File: src/rtl/cpe_defines.svh
`ifndef CPE_DEFINES_SVH
`define CPE_DEFINES_SVH

// complex word format
// each part is two's complement
`define CPE_DATA_W      16
`define CPE_FRAC_W      8

// register file and program store sizes
`define CPE_REG_NUM     16
`define CPE_REG_AW      ($clog2(`CPE_REG_NUM))
`define CPE_PROG_DEPTH  16
`define CPE_PC_W        ($clog2(`CPE_PROG_DEPTH))

// output stream credits
`define CPE_CREDITS     4
`define CPE_CREDIT_W    ($clog2(`CPE_CREDITS + 1))

`endif

File: src/rtl/cpe_pkg.sv
`include "cpe_defines.svh"

package cpe_pkg;

    // one complex data word
    typedef struct packed {
        logic signed [`CPE_DATA_W-1:0] re;
        logic signed [`CPE_DATA_W-1:0] im;
    } cplx_t;

    // alu operations plus end of program
    typedef enum logic [2:0] {
        OP_ADD   = 3'd0,
        OP_SUB   = 3'd1,
        OP_MUL   = 3'd2,
        OP_CMULC = 3'd3,
        OP_HALT  = 3'd4
    } opcode_e;

    // sequencer states
    typedef enum logic [1:0] {
        ST_IDLE  = 2'd0,
        ST_RUN   = 2'd1,
        ST_DRAIN = 2'd2,
        ST_DONE  = 2'd3
    } run_state_e;

    // program word as stored in inst_mem
    typedef struct packed {
        opcode_e                 opcode;
        logic [`CPE_REG_AW-1:0]  dst;
        logic [`CPE_REG_AW-1:0]  src_a;
        logic [`CPE_REG_AW-1:0]  src_b;
        logic                    emit;
    } inst_t;

    // stage 1 issue register
    typedef struct packed {
        logic                    valid;
        opcode_e                 opcode;
        logic [`CPE_REG_AW-1:0]  dst;
        logic [`CPE_REG_AW-1:0]  src_a;
        logic [`CPE_REG_AW-1:0]  src_b;
        logic                    emit;
    } issue_t;

    // stage 2 operand register
    typedef struct packed {
        logic                    valid;
        opcode_e                 opcode;
        logic [`CPE_REG_AW-1:0]  dst;
        logic                    emit;
        cplx_t                   a;
        cplx_t                   b;
    } operand_t;

    // stage 4 result, write-back and stream
    typedef struct packed {
        logic                    valid;
        logic [`CPE_REG_AW-1:0]  dst;
        logic                    emit;
        cplx_t                   value;
    } result_t;

endpackage

File: src/rtl/inst_mem.sv
`timescale 1ns/10ps
`include "cpe_defines.svh"

module inst_mem
    import cpe_pkg::*;
(
    input  logic                   clk,
    input  logic                   prog_we,
    input  logic [`CPE_PC_W-1:0]   prog_addr,
    input  inst_t                  prog_inst,
    input  logic [`CPE_PC_W-1:0]   pc,
    output inst_t                  inst
);

    // program store
    inst_t mem [`CPE_PROG_DEPTH];

    // host write port
    // only used while the element is idle
    always_ff @(posedge clk) begin
        if (prog_we) begin
            mem[prog_addr] <= prog_inst;
        end
    end

    // async read at pc
    // lets control hold pc on a stall with no refetch bubble
    assign inst = mem[pc];

endmodule

File: src/rtl/pe_control.sv
`timescale 1ns/10ps
`include "cpe_defines.svh"

module pe_control
    import cpe_pkg::*;
(
    input  logic                   clk,
    input  logic                   rst_n,
    input  logic                   start,
    input  logic                   credit_return,
    input  inst_t                  inst,
    output logic [`CPE_PC_W-1:0]   pc,
    output issue_t                 issue,
    output logic                   busy,
    output logic                   done
);

    localparam int CW = `CPE_CREDIT_W;
    localparam logic [CW-1:0] CREDIT_MAX = `CPE_CREDITS;

    run_state_e              state;
    logic [CW-1:0]           credits;

    // scoreboard of in-flight destinations
    // entry 0 issue reg, 1 operand stage, 2 alu stage 3
    logic [2:0]              sb_valid;
    logic [`CPE_REG_AW-1:0]  sb_dst [3];

    logic                    is_halt;
    logic                    hazard;
    logic                    no_credit;
    logic                    fire;
    logic                    take;

    ////////////////////////////////////////////////////////////
    // issue decision
    ////////////////////////////////////////////////////////////

    assign is_halt = (inst.opcode == OP_HALT);

    // raw hazard on either source
    always_comb begin
        hazard = 1'b0;
        for (int i = 0; i < 3; i++) begin
            if (sb_valid[i] &&
                (sb_dst[i] == inst.src_a || sb_dst[i] == inst.src_b)) begin
                hazard = 1'b1;
            end
        end
    end

    // emitting op needs a credit in hand
    assign no_credit = inst.emit && (credits == '0);
    assign fire      = (state == ST_RUN) && !is_halt && !hazard && !no_credit;
    assign take      = fire && inst.emit;

    ////////////////////////////////////////////////////////////
    // run fsm and pc
    ////////////////////////////////////////////////////////////

    always_ff @(posedge clk) begin
        if (!rst_n) begin
            state <= ST_IDLE;
            pc    <= '0;
        end else begin
            case (state)
                ST_IDLE: begin
                    if (start) begin
                        state <= ST_RUN;
                        pc    <= '0;
                    end
                end
                ST_RUN: begin
                    // halt stays out of the pipe
                    if (is_halt) begin
                        state <= ST_DRAIN;
                    end else if (fire) begin
                        pc <= pc + 1'b1;
                    end
                end
                // last result sits in stage 4 when scoreboard empties
                ST_DRAIN: begin
                    if (sb_valid == '0) begin
                        state <= ST_DONE;
                    end
                end
                default: state <= ST_IDLE;
            endcase
        end
    end

    assign busy = (state == ST_RUN) || (state == ST_DRAIN);
    assign done = (state == ST_DONE);

    ////////////////////////////////////////////////////////////
    // credits, issue register, scoreboard
    ////////////////////////////////////////////////////////////

    always_ff @(posedge clk) begin
        if (!rst_n) begin
            credits <= CREDIT_MAX;
        end else begin
            case ({take, credit_return})
                2'b10:   credits <= credits - 1'b1;
                2'b01:   credits <= credits + 1'b1;
                default: credits <= credits;
            endcase
        end
    end

    always_ff @(posedge clk) begin
        if (!rst_n) begin
            issue.valid <= 1'b0;
            sb_valid    <= '0;
        end else begin
            issue.valid <= fire;
            sb_valid    <= {sb_valid[1:0], fire};
            if (fire) begin
                issue.opcode <= inst.opcode;
                issue.dst    <= inst.dst;
                issue.src_a  <= inst.src_a;
                issue.src_b  <= inst.src_b;
                issue.emit   <= inst.emit;
            end
        end
    end

    // dst shift follows sb_valid
    always_ff @(posedge clk) begin
        sb_dst[0] <= inst.dst;
        sb_dst[1] <= sb_dst[0];
        sb_dst[2] <= sb_dst[1];
    end

endmodule

File: src/rtl/data_mem.sv
`timescale 1ns/10ps
`include "cpe_defines.svh"

module data_mem
    import cpe_pkg::*;
(
    input  logic                    clk,
    input  logic                    rst_n,
    input  logic                    data_we,
    input  logic [`CPE_REG_AW-1:0]  data_addr,
    input  cplx_t                   data_word,
    input  issue_t                  issue,
    input  result_t                 wb,
    output operand_t                operand
);

    // complex register file
    cplx_t rf [`CPE_REG_NUM];

    logic                    we;
    logic [`CPE_REG_AW-1:0]  waddr;
    cplx_t                   wdata;
    cplx_t                   rd_a;
    cplx_t                   rd_b;

    ////////////////////////////////////////////////////////////
    // shared write port
    ////////////////////////////////////////////////////////////

    // write-back wins, host loads only while idle
    assign we    = wb.valid || data_we;
    assign waddr = wb.valid ? wb.dst : data_addr;
    assign wdata = wb.valid ? wb.value : data_word;

    always_ff @(posedge clk) begin
        if (we) begin
            rf[waddr] <= wdata;
        end
    end

    // write-first bypass on both reads
    always_comb begin
        rd_a = (we && waddr == issue.src_a) ? wdata : rf[issue.src_a];
        rd_b = (we && waddr == issue.src_b) ? wdata : rf[issue.src_b];
    end

    ////////////////////////////////////////////////////////////
    // stage 2 operand register
    ////////////////////////////////////////////////////////////

    always_ff @(posedge clk) begin
        if (!rst_n) begin
            operand.valid <= 1'b0;
        end else begin
            operand.valid <= issue.valid;
        end
    end

    // payload follows issue every cycle
    always_ff @(posedge clk) begin
        operand.opcode <= issue.opcode;
        operand.dst    <= issue.dst;
        operand.emit   <= issue.emit;
        operand.a      <= rd_a;
        operand.b      <= rd_b;
    end

endmodule

File: src/rtl/complex_alu.sv
`timescale 1ns/10ps
`include "cpe_defines.svh"

module complex_alu
    import cpe_pkg::*;
(
    input  logic      clk,
    input  logic      rst_n,
    input  operand_t  operand,
    output result_t   result
);

    localparam int W    = `CPE_DATA_W;
    localparam int PW   = 2 * W;
    localparam int FRAC = `CPE_FRAC_W;

    // stage 3 register
    logic                    s3_valid;
    opcode_e                 s3_op;
    logic [`CPE_REG_AW-1:0]  s3_dst;
    logic                    s3_emit;
    logic signed [PW-1:0]    s3_term [4];

    logic signed [PW-1:0]    term_d [4];
    logic signed [W-1:0]     part [4];
    logic                    s3_is_mul;
    cplx_t                   sum_d;

    ////////////////////////////////////////////////////////////
    // stage 3 cross products or pass-through
    ////////////////////////////////////////////////////////////

    // slots 0..3 hold rr, ii, ri, ir for the multiply ops
    // and ar, br, ai, bi for add and sub
    always_comb begin
        case (operand.opcode)
            OP_MUL, OP_CMULC: begin
                term_d[0] = operand.a.re * operand.b.re;
                term_d[1] = operand.a.im * operand.b.im;
                term_d[2] = operand.a.re * operand.b.im;
                term_d[3] = operand.a.im * operand.b.re;
            end
            default: begin
                term_d[0] = PW'(operand.a.re);
                term_d[1] = PW'(operand.b.re);
                term_d[2] = PW'(operand.a.im);
                term_d[3] = PW'(operand.b.im);
            end
        endcase
    end

    always_ff @(posedge clk) begin
        if (!rst_n) begin
            s3_valid <= 1'b0;
        end else begin
            s3_valid <= operand.valid;
        end
    end

    always_ff @(posedge clk) begin
        s3_op   <= operand.opcode;
        s3_dst  <= operand.dst;
        s3_emit <= operand.emit;
        s3_term <= term_d;
    end

    ////////////////////////////////////////////////////////////
    // stage 4 combine
    ////////////////////////////////////////////////////////////

    assign s3_is_mul = (s3_op == OP_MUL) || (s3_op == OP_CMULC);

    // products rescaled by arithmetic shift then truncated
    always_comb begin
        for (int k = 0; k < 4; k++) begin
            if (s3_is_mul) begin
                part[k] = W'(s3_term[k] >>> FRAC);
            end else begin
                part[k] = s3_term[k][W-1:0];
            end
        end
    end

    // all sums wrap at W bits
    always_comb begin
        case (s3_op)
            OP_MUL: begin
                sum_d.re = part[0] - part[1];
                sum_d.im = part[2] + part[3];
            end
            // a times conj(b)
            OP_CMULC: begin
                sum_d.re = part[0] + part[1];
                sum_d.im = part[3] - part[2];
            end
            OP_SUB: begin
                sum_d.re = part[0] - part[1];
                sum_d.im = part[2] - part[3];
            end
            default: begin
                sum_d.re = part[0] + part[1];
                sum_d.im = part[2] + part[3];
            end
        endcase
    end

    always_ff @(posedge clk) begin
        if (!rst_n) begin
            result.valid <= 1'b0;
        end else begin
            result.valid <= s3_valid;
        end
    end

    always_ff @(posedge clk) begin
        result.dst   <= s3_dst;
        result.emit  <= s3_emit;
        result.value <= sum_d;
    end

endmodule

File: src/rtl/cpe_top.sv
`timescale 1ns/10ps
`include "cpe_defines.svh"

module cpe_top
    import cpe_pkg::*;
(
    input  logic                    clk,
    input  logic                    rst_n,
    // host program load
    input  logic                    prog_we,
    input  logic [`CPE_PC_W-1:0]    prog_addr,
    input  inst_t                   prog_inst,
    // host data load
    input  logic                    data_we,
    input  logic [`CPE_REG_AW-1:0]  data_addr,
    input  cplx_t                   data_word,
    // run control
    input  logic                    start,
    output logic                    busy,
    output logic                    done,
    // credit stream
    input  logic                    credit_return,
    output logic                    out_valid,
    output cplx_t                   out_data
);

    logic [`CPE_PC_W-1:0]  pc;
    inst_t                 inst;
    issue_t                issue;
    operand_t              operand;
    result_t               result;

    // program store
    inst_mem inst_mem_i (
        .clk       (clk),
        .prog_we   (prog_we),
        .prog_addr (prog_addr),
        .prog_inst (prog_inst),
        .pc        (pc),
        .inst      (inst)
    );

    // fetch and issue, stage 1
    pe_control pe_control_i (
        .clk           (clk),
        .rst_n         (rst_n),
        .start         (start),
        .credit_return (credit_return),
        .inst          (inst),
        .pc            (pc),
        .issue         (issue),
        .busy          (busy),
        .done          (done)
    );

    // operand read, stage 2
    data_mem data_mem_i (
        .clk       (clk),
        .rst_n     (rst_n),
        .data_we   (data_we),
        .data_addr (data_addr),
        .data_word (data_word),
        .issue     (issue),
        .wb        (result),
        .operand   (operand)
    );

    // multiply and combine, stages 3 and 4
    complex_alu complex_alu_i (
        .clk     (clk),
        .rst_n   (rst_n),
        .operand (operand),
        .result  (result)
    );

    // only emitting results reach the stream
    assign out_valid = result.valid && result.emit;
    assign out_data  = result.value;

endmodule

File: config.mk
export PLATFORM = sky130hd
export DESIGN_NAME = cpe_top
export DESIGN_NICKNAME = d
export VERILOG_FILES = /design/src/rtl/cpe_pkg.sv /design/src/rtl/inst_mem.sv /design/src/rtl/pe_control.sv /design/src/rtl/data_mem.sv /design/src/rtl/complex_alu.sv /design/src/rtl/cpe_top.sv
export VERILOG_INCLUDE_DIRS = /design/src /design/src/rtl
export SDC_FILE = /design/constraint.sdc
export NUM_CORES = 2
export LEC_CHECK = 0
export ABC_CLOCK_PERIOD_IN_PS = 10100
export BUFFER_PORTS_ARGS = -buffer_cell sky130_fd_sc_hd__buf_2
export CORE_MARGIN = 2
export CORE_UTILIZATION = 55
export CTS_BUF_LIST = sky130_fd_sc_hd__clkbuf_16
export DETAILED_ROUTE_END_ITERATION = 16
export GPL_ROUTABILITY_DRIVEN = 0
export MAX_ROUTING_LAYER = met4
export PLACE_DENSITY = 0.74
export SETUP_SLACK_MARGIN = 0.5
export SLEW_MARGIN = 20
export SYNTH_ARGS = -nofsm -noshare
export SYNTH_HDL_FRONTEND = slang
export SYNTH_HIERARCHICAL = 1
export SYNTH_SLANG_ARGS = --single-unit
File: constraint.sdc
create_clock -name clk -period 10.1 [get_ports clk]
set_input_delay 0.505 -clock clk [delete_from_list [all_inputs] [get_ports clk]]
set_output_delay 0.505 -clock clk [all_outputs]
set_load 0.02 [all_outputs]
* Yosys cells after proc, flatten, opt, wreduce, memory -nomap -nowiden
Memories as Yosys holds them, arrays and structs flattened. A register that Yosys moved wholly into a read port is not among the register bits.
Cells that the tools add are included.
** Operators by class
- Add/sub/neg operators :: 8
- Multipliers :: 4
- Eq/ne operators :: 22
- Multiplexer cells :: 26
- Reduce and logical (&&, ||, !) cells :: 27
** Operators with widths (number)
- two-way mux 120 bit :: 1
- multiplier 16 x 16 -> 32 bit :: 3
- case mux 32 bit (3 select lines) :: 1
- two-way mux 16 bit :: 4
- subtractor 16 bit :: 3
- adder 16 bit :: 2
- two-way mux 32 bit :: 1
- == test 4 bit :: 6
- multiplier 16 x 16 -> 24 bit :: 1
- two-way mux 4 bit :: 6
- == test 3 x 2 -> 1 bit, second input constant :: 4
- logical AND 1 bit :: 9
- case mux 4 bit (2 select lines) :: 1
- two-way mux 1 bit :: 7
- == test 2 bit, second input constant :: 3
- zero test 3 bit :: 2
- logical OR 1 bit :: 6
- two-way mux 2 bit :: 3
- inequality test 2 x 1 -> 1 bit, second input constant :: 3
- case mux 2 bit (3 select lines) :: 1
- case mux 3 bit (2 select lines) :: 1
- adder 4 x 1 -> 4 bit, second input constant :: 1
- == test 2 x 1 -> 1 bit, second input constant :: 2
- inequality test 2 bit, second input constant :: 2
- other kinds (11) :: 14
** Storage, ports and cells
- Flip-flop bits (word level) :: 181
- Memory bits (writable) :: 780
- Bits of input ports :: 62
- Output and inout bits :: 35
- Logic and storage cells :: 117
- Memories kept :: 3
** Memory list
- data_mem_i.rf :: words 16, width 32, read ports 2, clocked after Yosys merged registers in 2, wr ports 1, RTL line data_mem.sv:18 : cplx_t rf [`CPE_REG_NUM];
- inst_mem_i.mem :: words 16, width 16, read ports 1, clocked after Yosys merged registers in 1, wr ports 1, RTL line inst_mem.sv:16 : inst_t mem [`CPE_PROG_DEPTH];
- pe_control_i.sb_dst :: words 3, width 4, read ports 3, clocked after Yosys merged registers in 0, wr ports 3, RTL line pe_control.sv:27 : logic [`CPE_REG_AW-1:0] sb_dst [3];

* Depth between registers and ports, before layout
An unclocked memory read counts as a cell.
- Depth in word-level cells :: 15
- Mapped depth :: 29

* Hierarchy
Netlist, hierarchy kept.
** Modules (own cells, without submodules)
- complex_alu :: times used 1, cells an instance 4403, area an instance 38450.6 um2
- data_mem :: times used 1, cells an instance 1146, area an instance 23730.3 um2
- inst_mem :: times used 1, cells an instance 416, area an instance 9723.1 um2
- pe_control :: times used 1, cells an instance 138, area an instance 1644.1 um2
- cpe_top :: times used 1, cells an instance 1, area an instance 6.3 um2

* Least setup slack after synthesis
Ideal clock, no wire load.
- Path type :: flip-flop to flip-flop
- Start :: register with a tool-made name
- End :: register complex_alu_i/s3_term[23] (netlist bit)
- Arrival :: 6.876 ns
- Data required time :: 9.971 ns
- Slack :: 3.095 ns
- Cell stages (with the launch flop) :: 29
- Path buffers :: 4
- Period minus slack after synthesis :: 7.005 ns
- Cell sequence :: dfxtp_1 buf_2 buf_2 mux4_2 a22oi_1 nand2_1 clkbuf_1 clkbuf_1 and2_1 fa_1 inv_1 fa_1 inv_1 fa_1 fa_1 fa_1 inv_1 fa_1 inv_1 ha_1 a21o_1 a21o_1 a21oi_1 nand4_1 and3_1 o21a_1 o41ai_2 xnor2_1 o21ai_0
** RTL lines
- end signal: assignment :: RTL line complex_alu.sv:64 : s3_term <= term_d;
- end: declaration :: RTL line complex_alu.sv:22 : logic signed [PW-1:0] s3_term [4];

==> impl.org <==
** Clock network
- Number of buffers inserted during clock tree synthesis :: 96
- Count of hold-fix buffers inserted at cts :: 0
- TritonCTS built the clock tree.
- Clock-pin slew was measured on the worst setup and hold paths at 0.06 ns.
- The H-tree was split into 3 levels.
- Clock insertion delay at the later pin of the skew report :: 0.75 ns
- Clock Path Buffers :: 3
- Sinks on Clock Net :: 968
- In this run, post-CTS repair resized a total of 0 instances.
- Buffers inserted during post-CTS setup optimization :: 0
- Root buf cell :: sky130_fd_sc_hd__clkbuf_16

** Global routing
- Number of antenna violations at the first check in global routing :: 3
- Global routing consumed, over all layers together, 31.0% of the routing resources.
- Sum of overflow across all layers after global routing :: 0
- The via count of the first global-routing pass is 51300.
- First-pass GRT wire length :: 308000 µm
- Pin count of the biggest net entering global routing :: 81

** Worst setup path
- Kind of capture point of the worst setup path :: flop
- Critical path start-end classification :: flop to flop
- The worst setup path is launched from a flop.
- In this design, the stage delay of the slowest critical-path cell is 0.76 ns.
- Arrival time of data at the critical path endpoint :: 9.44 ns
- The slowest stage of the critical path is the sky130_fd_sc_hd__dfxtp_4 cell.
- Among the stages of the critical path, the cell type that occurs most often is sky130_fd_sc_hd__fa_1.
- Worst reg-to-reg path cell count :: 26
- CP Max Fanout :: 27
- Required time at the worst-slack endpoint :: between 10 and 15 ns

** STA
- The worst pin sits at a relative slew slack of 22.1%.
- Final period util :: 88.1%
- Static timing analysis puts the maximum clock frequency at approximately 110 MHz.
- Max Clock Skew :: 0.0726 ns
- The number of hold-slack violations in the final timing report was 0.
- At the pin with the least slew margin, the transition time is 1.17 ns.
- Setup slack on the critical path of the routed design comes to 1.20 ns.
- Final critical path time including I/O delays and setup :: 8.90 ns
- Setup repair after global routing left no endpoint under its margin.
- In the final timing run, aggregate negative setup slack is 0 ns.
- Number of setup violations in the final report :: 0
- The max-slew violation count was 0.

** Synth
- Count of different cell masters after synthesis :: 81
- Share of flip-flops with an asynchronous set or reset after synthesis :: 0%
- Yosys printed 6 warnings.
- After synthesis, the mean cell area works out to 12.1 µm².
- After technology mapping, the gate count stands at 6104.
- Number of enable flip-flop cells after synthesis :: 784
- In this run, synthesis produced a sequential element count of 968.
- Cell area after synthesis :: approximately 74000 µm²
- For this run, the leading register cell type out of synthesis is sky130_fd_sc_hd__edfxtp_1.
- Counting every net in the synthesized netlist gives 7293.
- Summing the sequential cell areas from Yosys gives 37.0% of the chip area.

** Routing
- Signal routing reaches up to met4.
- 1st-iter DRT viols :: 5541
- Routed length on met3 :: 21500 µm
- After detailed routing, the number of remaining DRC violations is 0.
- Final wirelength :: 202000 µm
- Dividing the detail-routed wire length by the instance count gives ~25 µm.
- Iteration count of the initial detailed-routing pass :: 6
- Per-cell via count in the routed design :: 6.10
- The routed layout has approximately 49000 vias.
- In the detailed route, the total length drawn on met2 is 95300 µm.
- Antenna-violating nets left :: 0
- Length of routed wiring on met1 :: approximately 76000 µm

** Min path
- Worst hold path cell count :: 2
- In this run the worst hold path is classified as input pin to flop.
- Origin of the worst min-delay path :: rst_n

** Floorplanning
- Die outline width :: 370 µm
- Row generation in the floorplan step produced around 130 rows.
- For this design the top-level I/O count stands at 97.
- The floorplan step defined a die boundary enclosing 137000 µm².
- The total area inside the core boundary comes to 133000 µm².
- Starting density of the core :: 55.3%
- Height of the die :: 370 µm

** Layout
- Proportion of layout cells with a drive suffix above 1 :: 14.5%
- Measured on the finished design, the core utilization comes to 59.8%.
- Final instance area :: roughly 80000 µm²
- Net count of the finished layout :: about 7300
- Leaving out fill and tap cells, the most frequent cells in the layout are sky130_fd_sc_hd__inv_1, sky130_fd_sc_hd__edfxtp_1, sky130_fd_sc_hd__fa_1, sky130_fd_sc_hd__nand2_1, sky130_fd_sc_hd__and2_1.
- The library cell used most frequently in the layout, excluding fill and tap cells, is sky130_fd_sc_hd__inv_1.
- Area grow syn2layout :: 8.25%

** Place
- Prior to clock tree synthesis, the placed netlist has a worst setup slack of 1.33 ns.
- PortBufs :: 96
- In this run the cell area measured after placement is 76300 µm².
- Once detailed placement completed, the half-perimeter wirelength came to ~140000 µm.

** Flow run
- Total of max-cap violations :: 0

** Outcome
- The flow ran to the end, and the final reports show no timing, DRC or antenna violations.
## Yosys cell counts, types with 27 or more instances
cell / number / area share [%]
sky130_fd_sc_hd__xor2_1: 82 / 0.98
sky130_fd_sc_hd__nor2_1: 148 / 0.76
sky130_fd_sc_hd__inv_1: 1046 / 5.3
sky130_fd_sc_hd__nand2_1: 604 / 3.1
sky130_fd_sc_hd__buf_1: 28 / 0.14
sky130_fd_sc_hd__xnor2_1: 132 / 1.6
sky130_fd_sc_hd__nor3_1: 28 / 0.19
sky130_fd_sc_hd__and2_1: 457 / 3.9
sky130_fd_sc_hd__nand2b_1: 27 / 0.23
sky130_fd_sc_hd__mux4_2: 310 / 9.5
sky130_fd_sc_hd__fa_1: 754 / 21
sky130_fd_sc_hd__o21ai_0: 126 / 0.86
sky130_fd_sc_hd__a21oi_1: 92 / 0.63
sky130_fd_sc_hd__a21o_1: 34 / 0.35
sky130_fd_sc_hd__a22oi_1: 162 / 1.7
sky130_fd_sc_hd__mux2_2: 102 / 1.6
sky130_fd_sc_hd__edfxtp_1: 784 / 32
sky130_fd_sc_hd__clkbuf_1: 260 / 1.3
sky130_fd_sc_hd__dfxtp_1: 184 / 5.0
sky130_fd_sc_hd__ha_1: 373 / 6.3
## registers in the layout, indices dropped and copies added (netlist names), 2 cells and up, named ones only
name and cells:
pe_control_i/pc 4, inst_mem_i/mem 256, pe_control_i/state 2, pe_control_i/sb_dst 12
pe_control_i/sb_valid 3, complex_alu_i/result 38, data_mem_i/operand 9, complex_alu_i/s3_term 96
data_mem_i/rf 512, pe_control_i/issue 16, complex_alu_i/s3_op 3, pe_control_i/credits 3
complex_alu_i/s3_dst 4
## layout make-up
cell class / instances / area (µm²)
Timing Repair Buffer: 252 / 1720
Clock buffer: 96 / 2400
Sequential cell: 968 / 27200
Tap cell: 1768 / 2210
Clock inverter: 84 / 873
Fill cell: 10300 / 53500
Antenna cell: 5 / 12.5
Inverter: 1048 / 3940
Multi-Input combinational cell: 3751 / 41200
## worst paths after layout
path	end	slack, ns
hold / removal	pe_control_i/credits[2]	0.08
setup / recovery	complex_alu_i/s3_term[23]	1.20
setup reg to reg	complex_alu_i/s3_term[23]	1.20
hold reg to reg	complex_alu_i/result[33]	0.31
## worst max-delay path, delay by kind of cell, from the launching register on
family                   cells  cell delay, ns
adder cells (fa/ha/maj)      7            3.32
AND/OR/NAND/NOR              4            1.55
AO/OA/AOI/OAI                7            1.32
buffers and inverters        6            1.05
flip-flops                   1            0.76
multiplexers                 1            0.53
XOR/XNOR                     1            0.15
## per-stage QoR
stage               std cells  hold slack [ns]
finish                   7972           0.0802
floorplan                6104            0.310
detailed placement       7786            0.312
CTS                      7966           0.0195
global placement         7786            0.311
global route             7968           0.0675
## logic make-up after synthesis
group                    synth area share, %
XOR/XNOR                                2.55
flip-flops                              37.0
adder cells (fa/ha/maj)                 26.9
buffers and inverters                   7.29
AND/OR/NAND/NOR                         9.08
multiplexers                            11.6
AO/OA/AOI/OAI                           5.58
## metal layers
layer	global-route usage [%]	vias to the layer above
li1	-	20400
met5	-	-
met1	40.1	24800
met2	48.1	2860
met4	12.4	0
met3	6.53	568
Power is left out: the tool's default activity adds up to more than one toggle a clock period on the data nets, which glitch-free logic cannot reach.
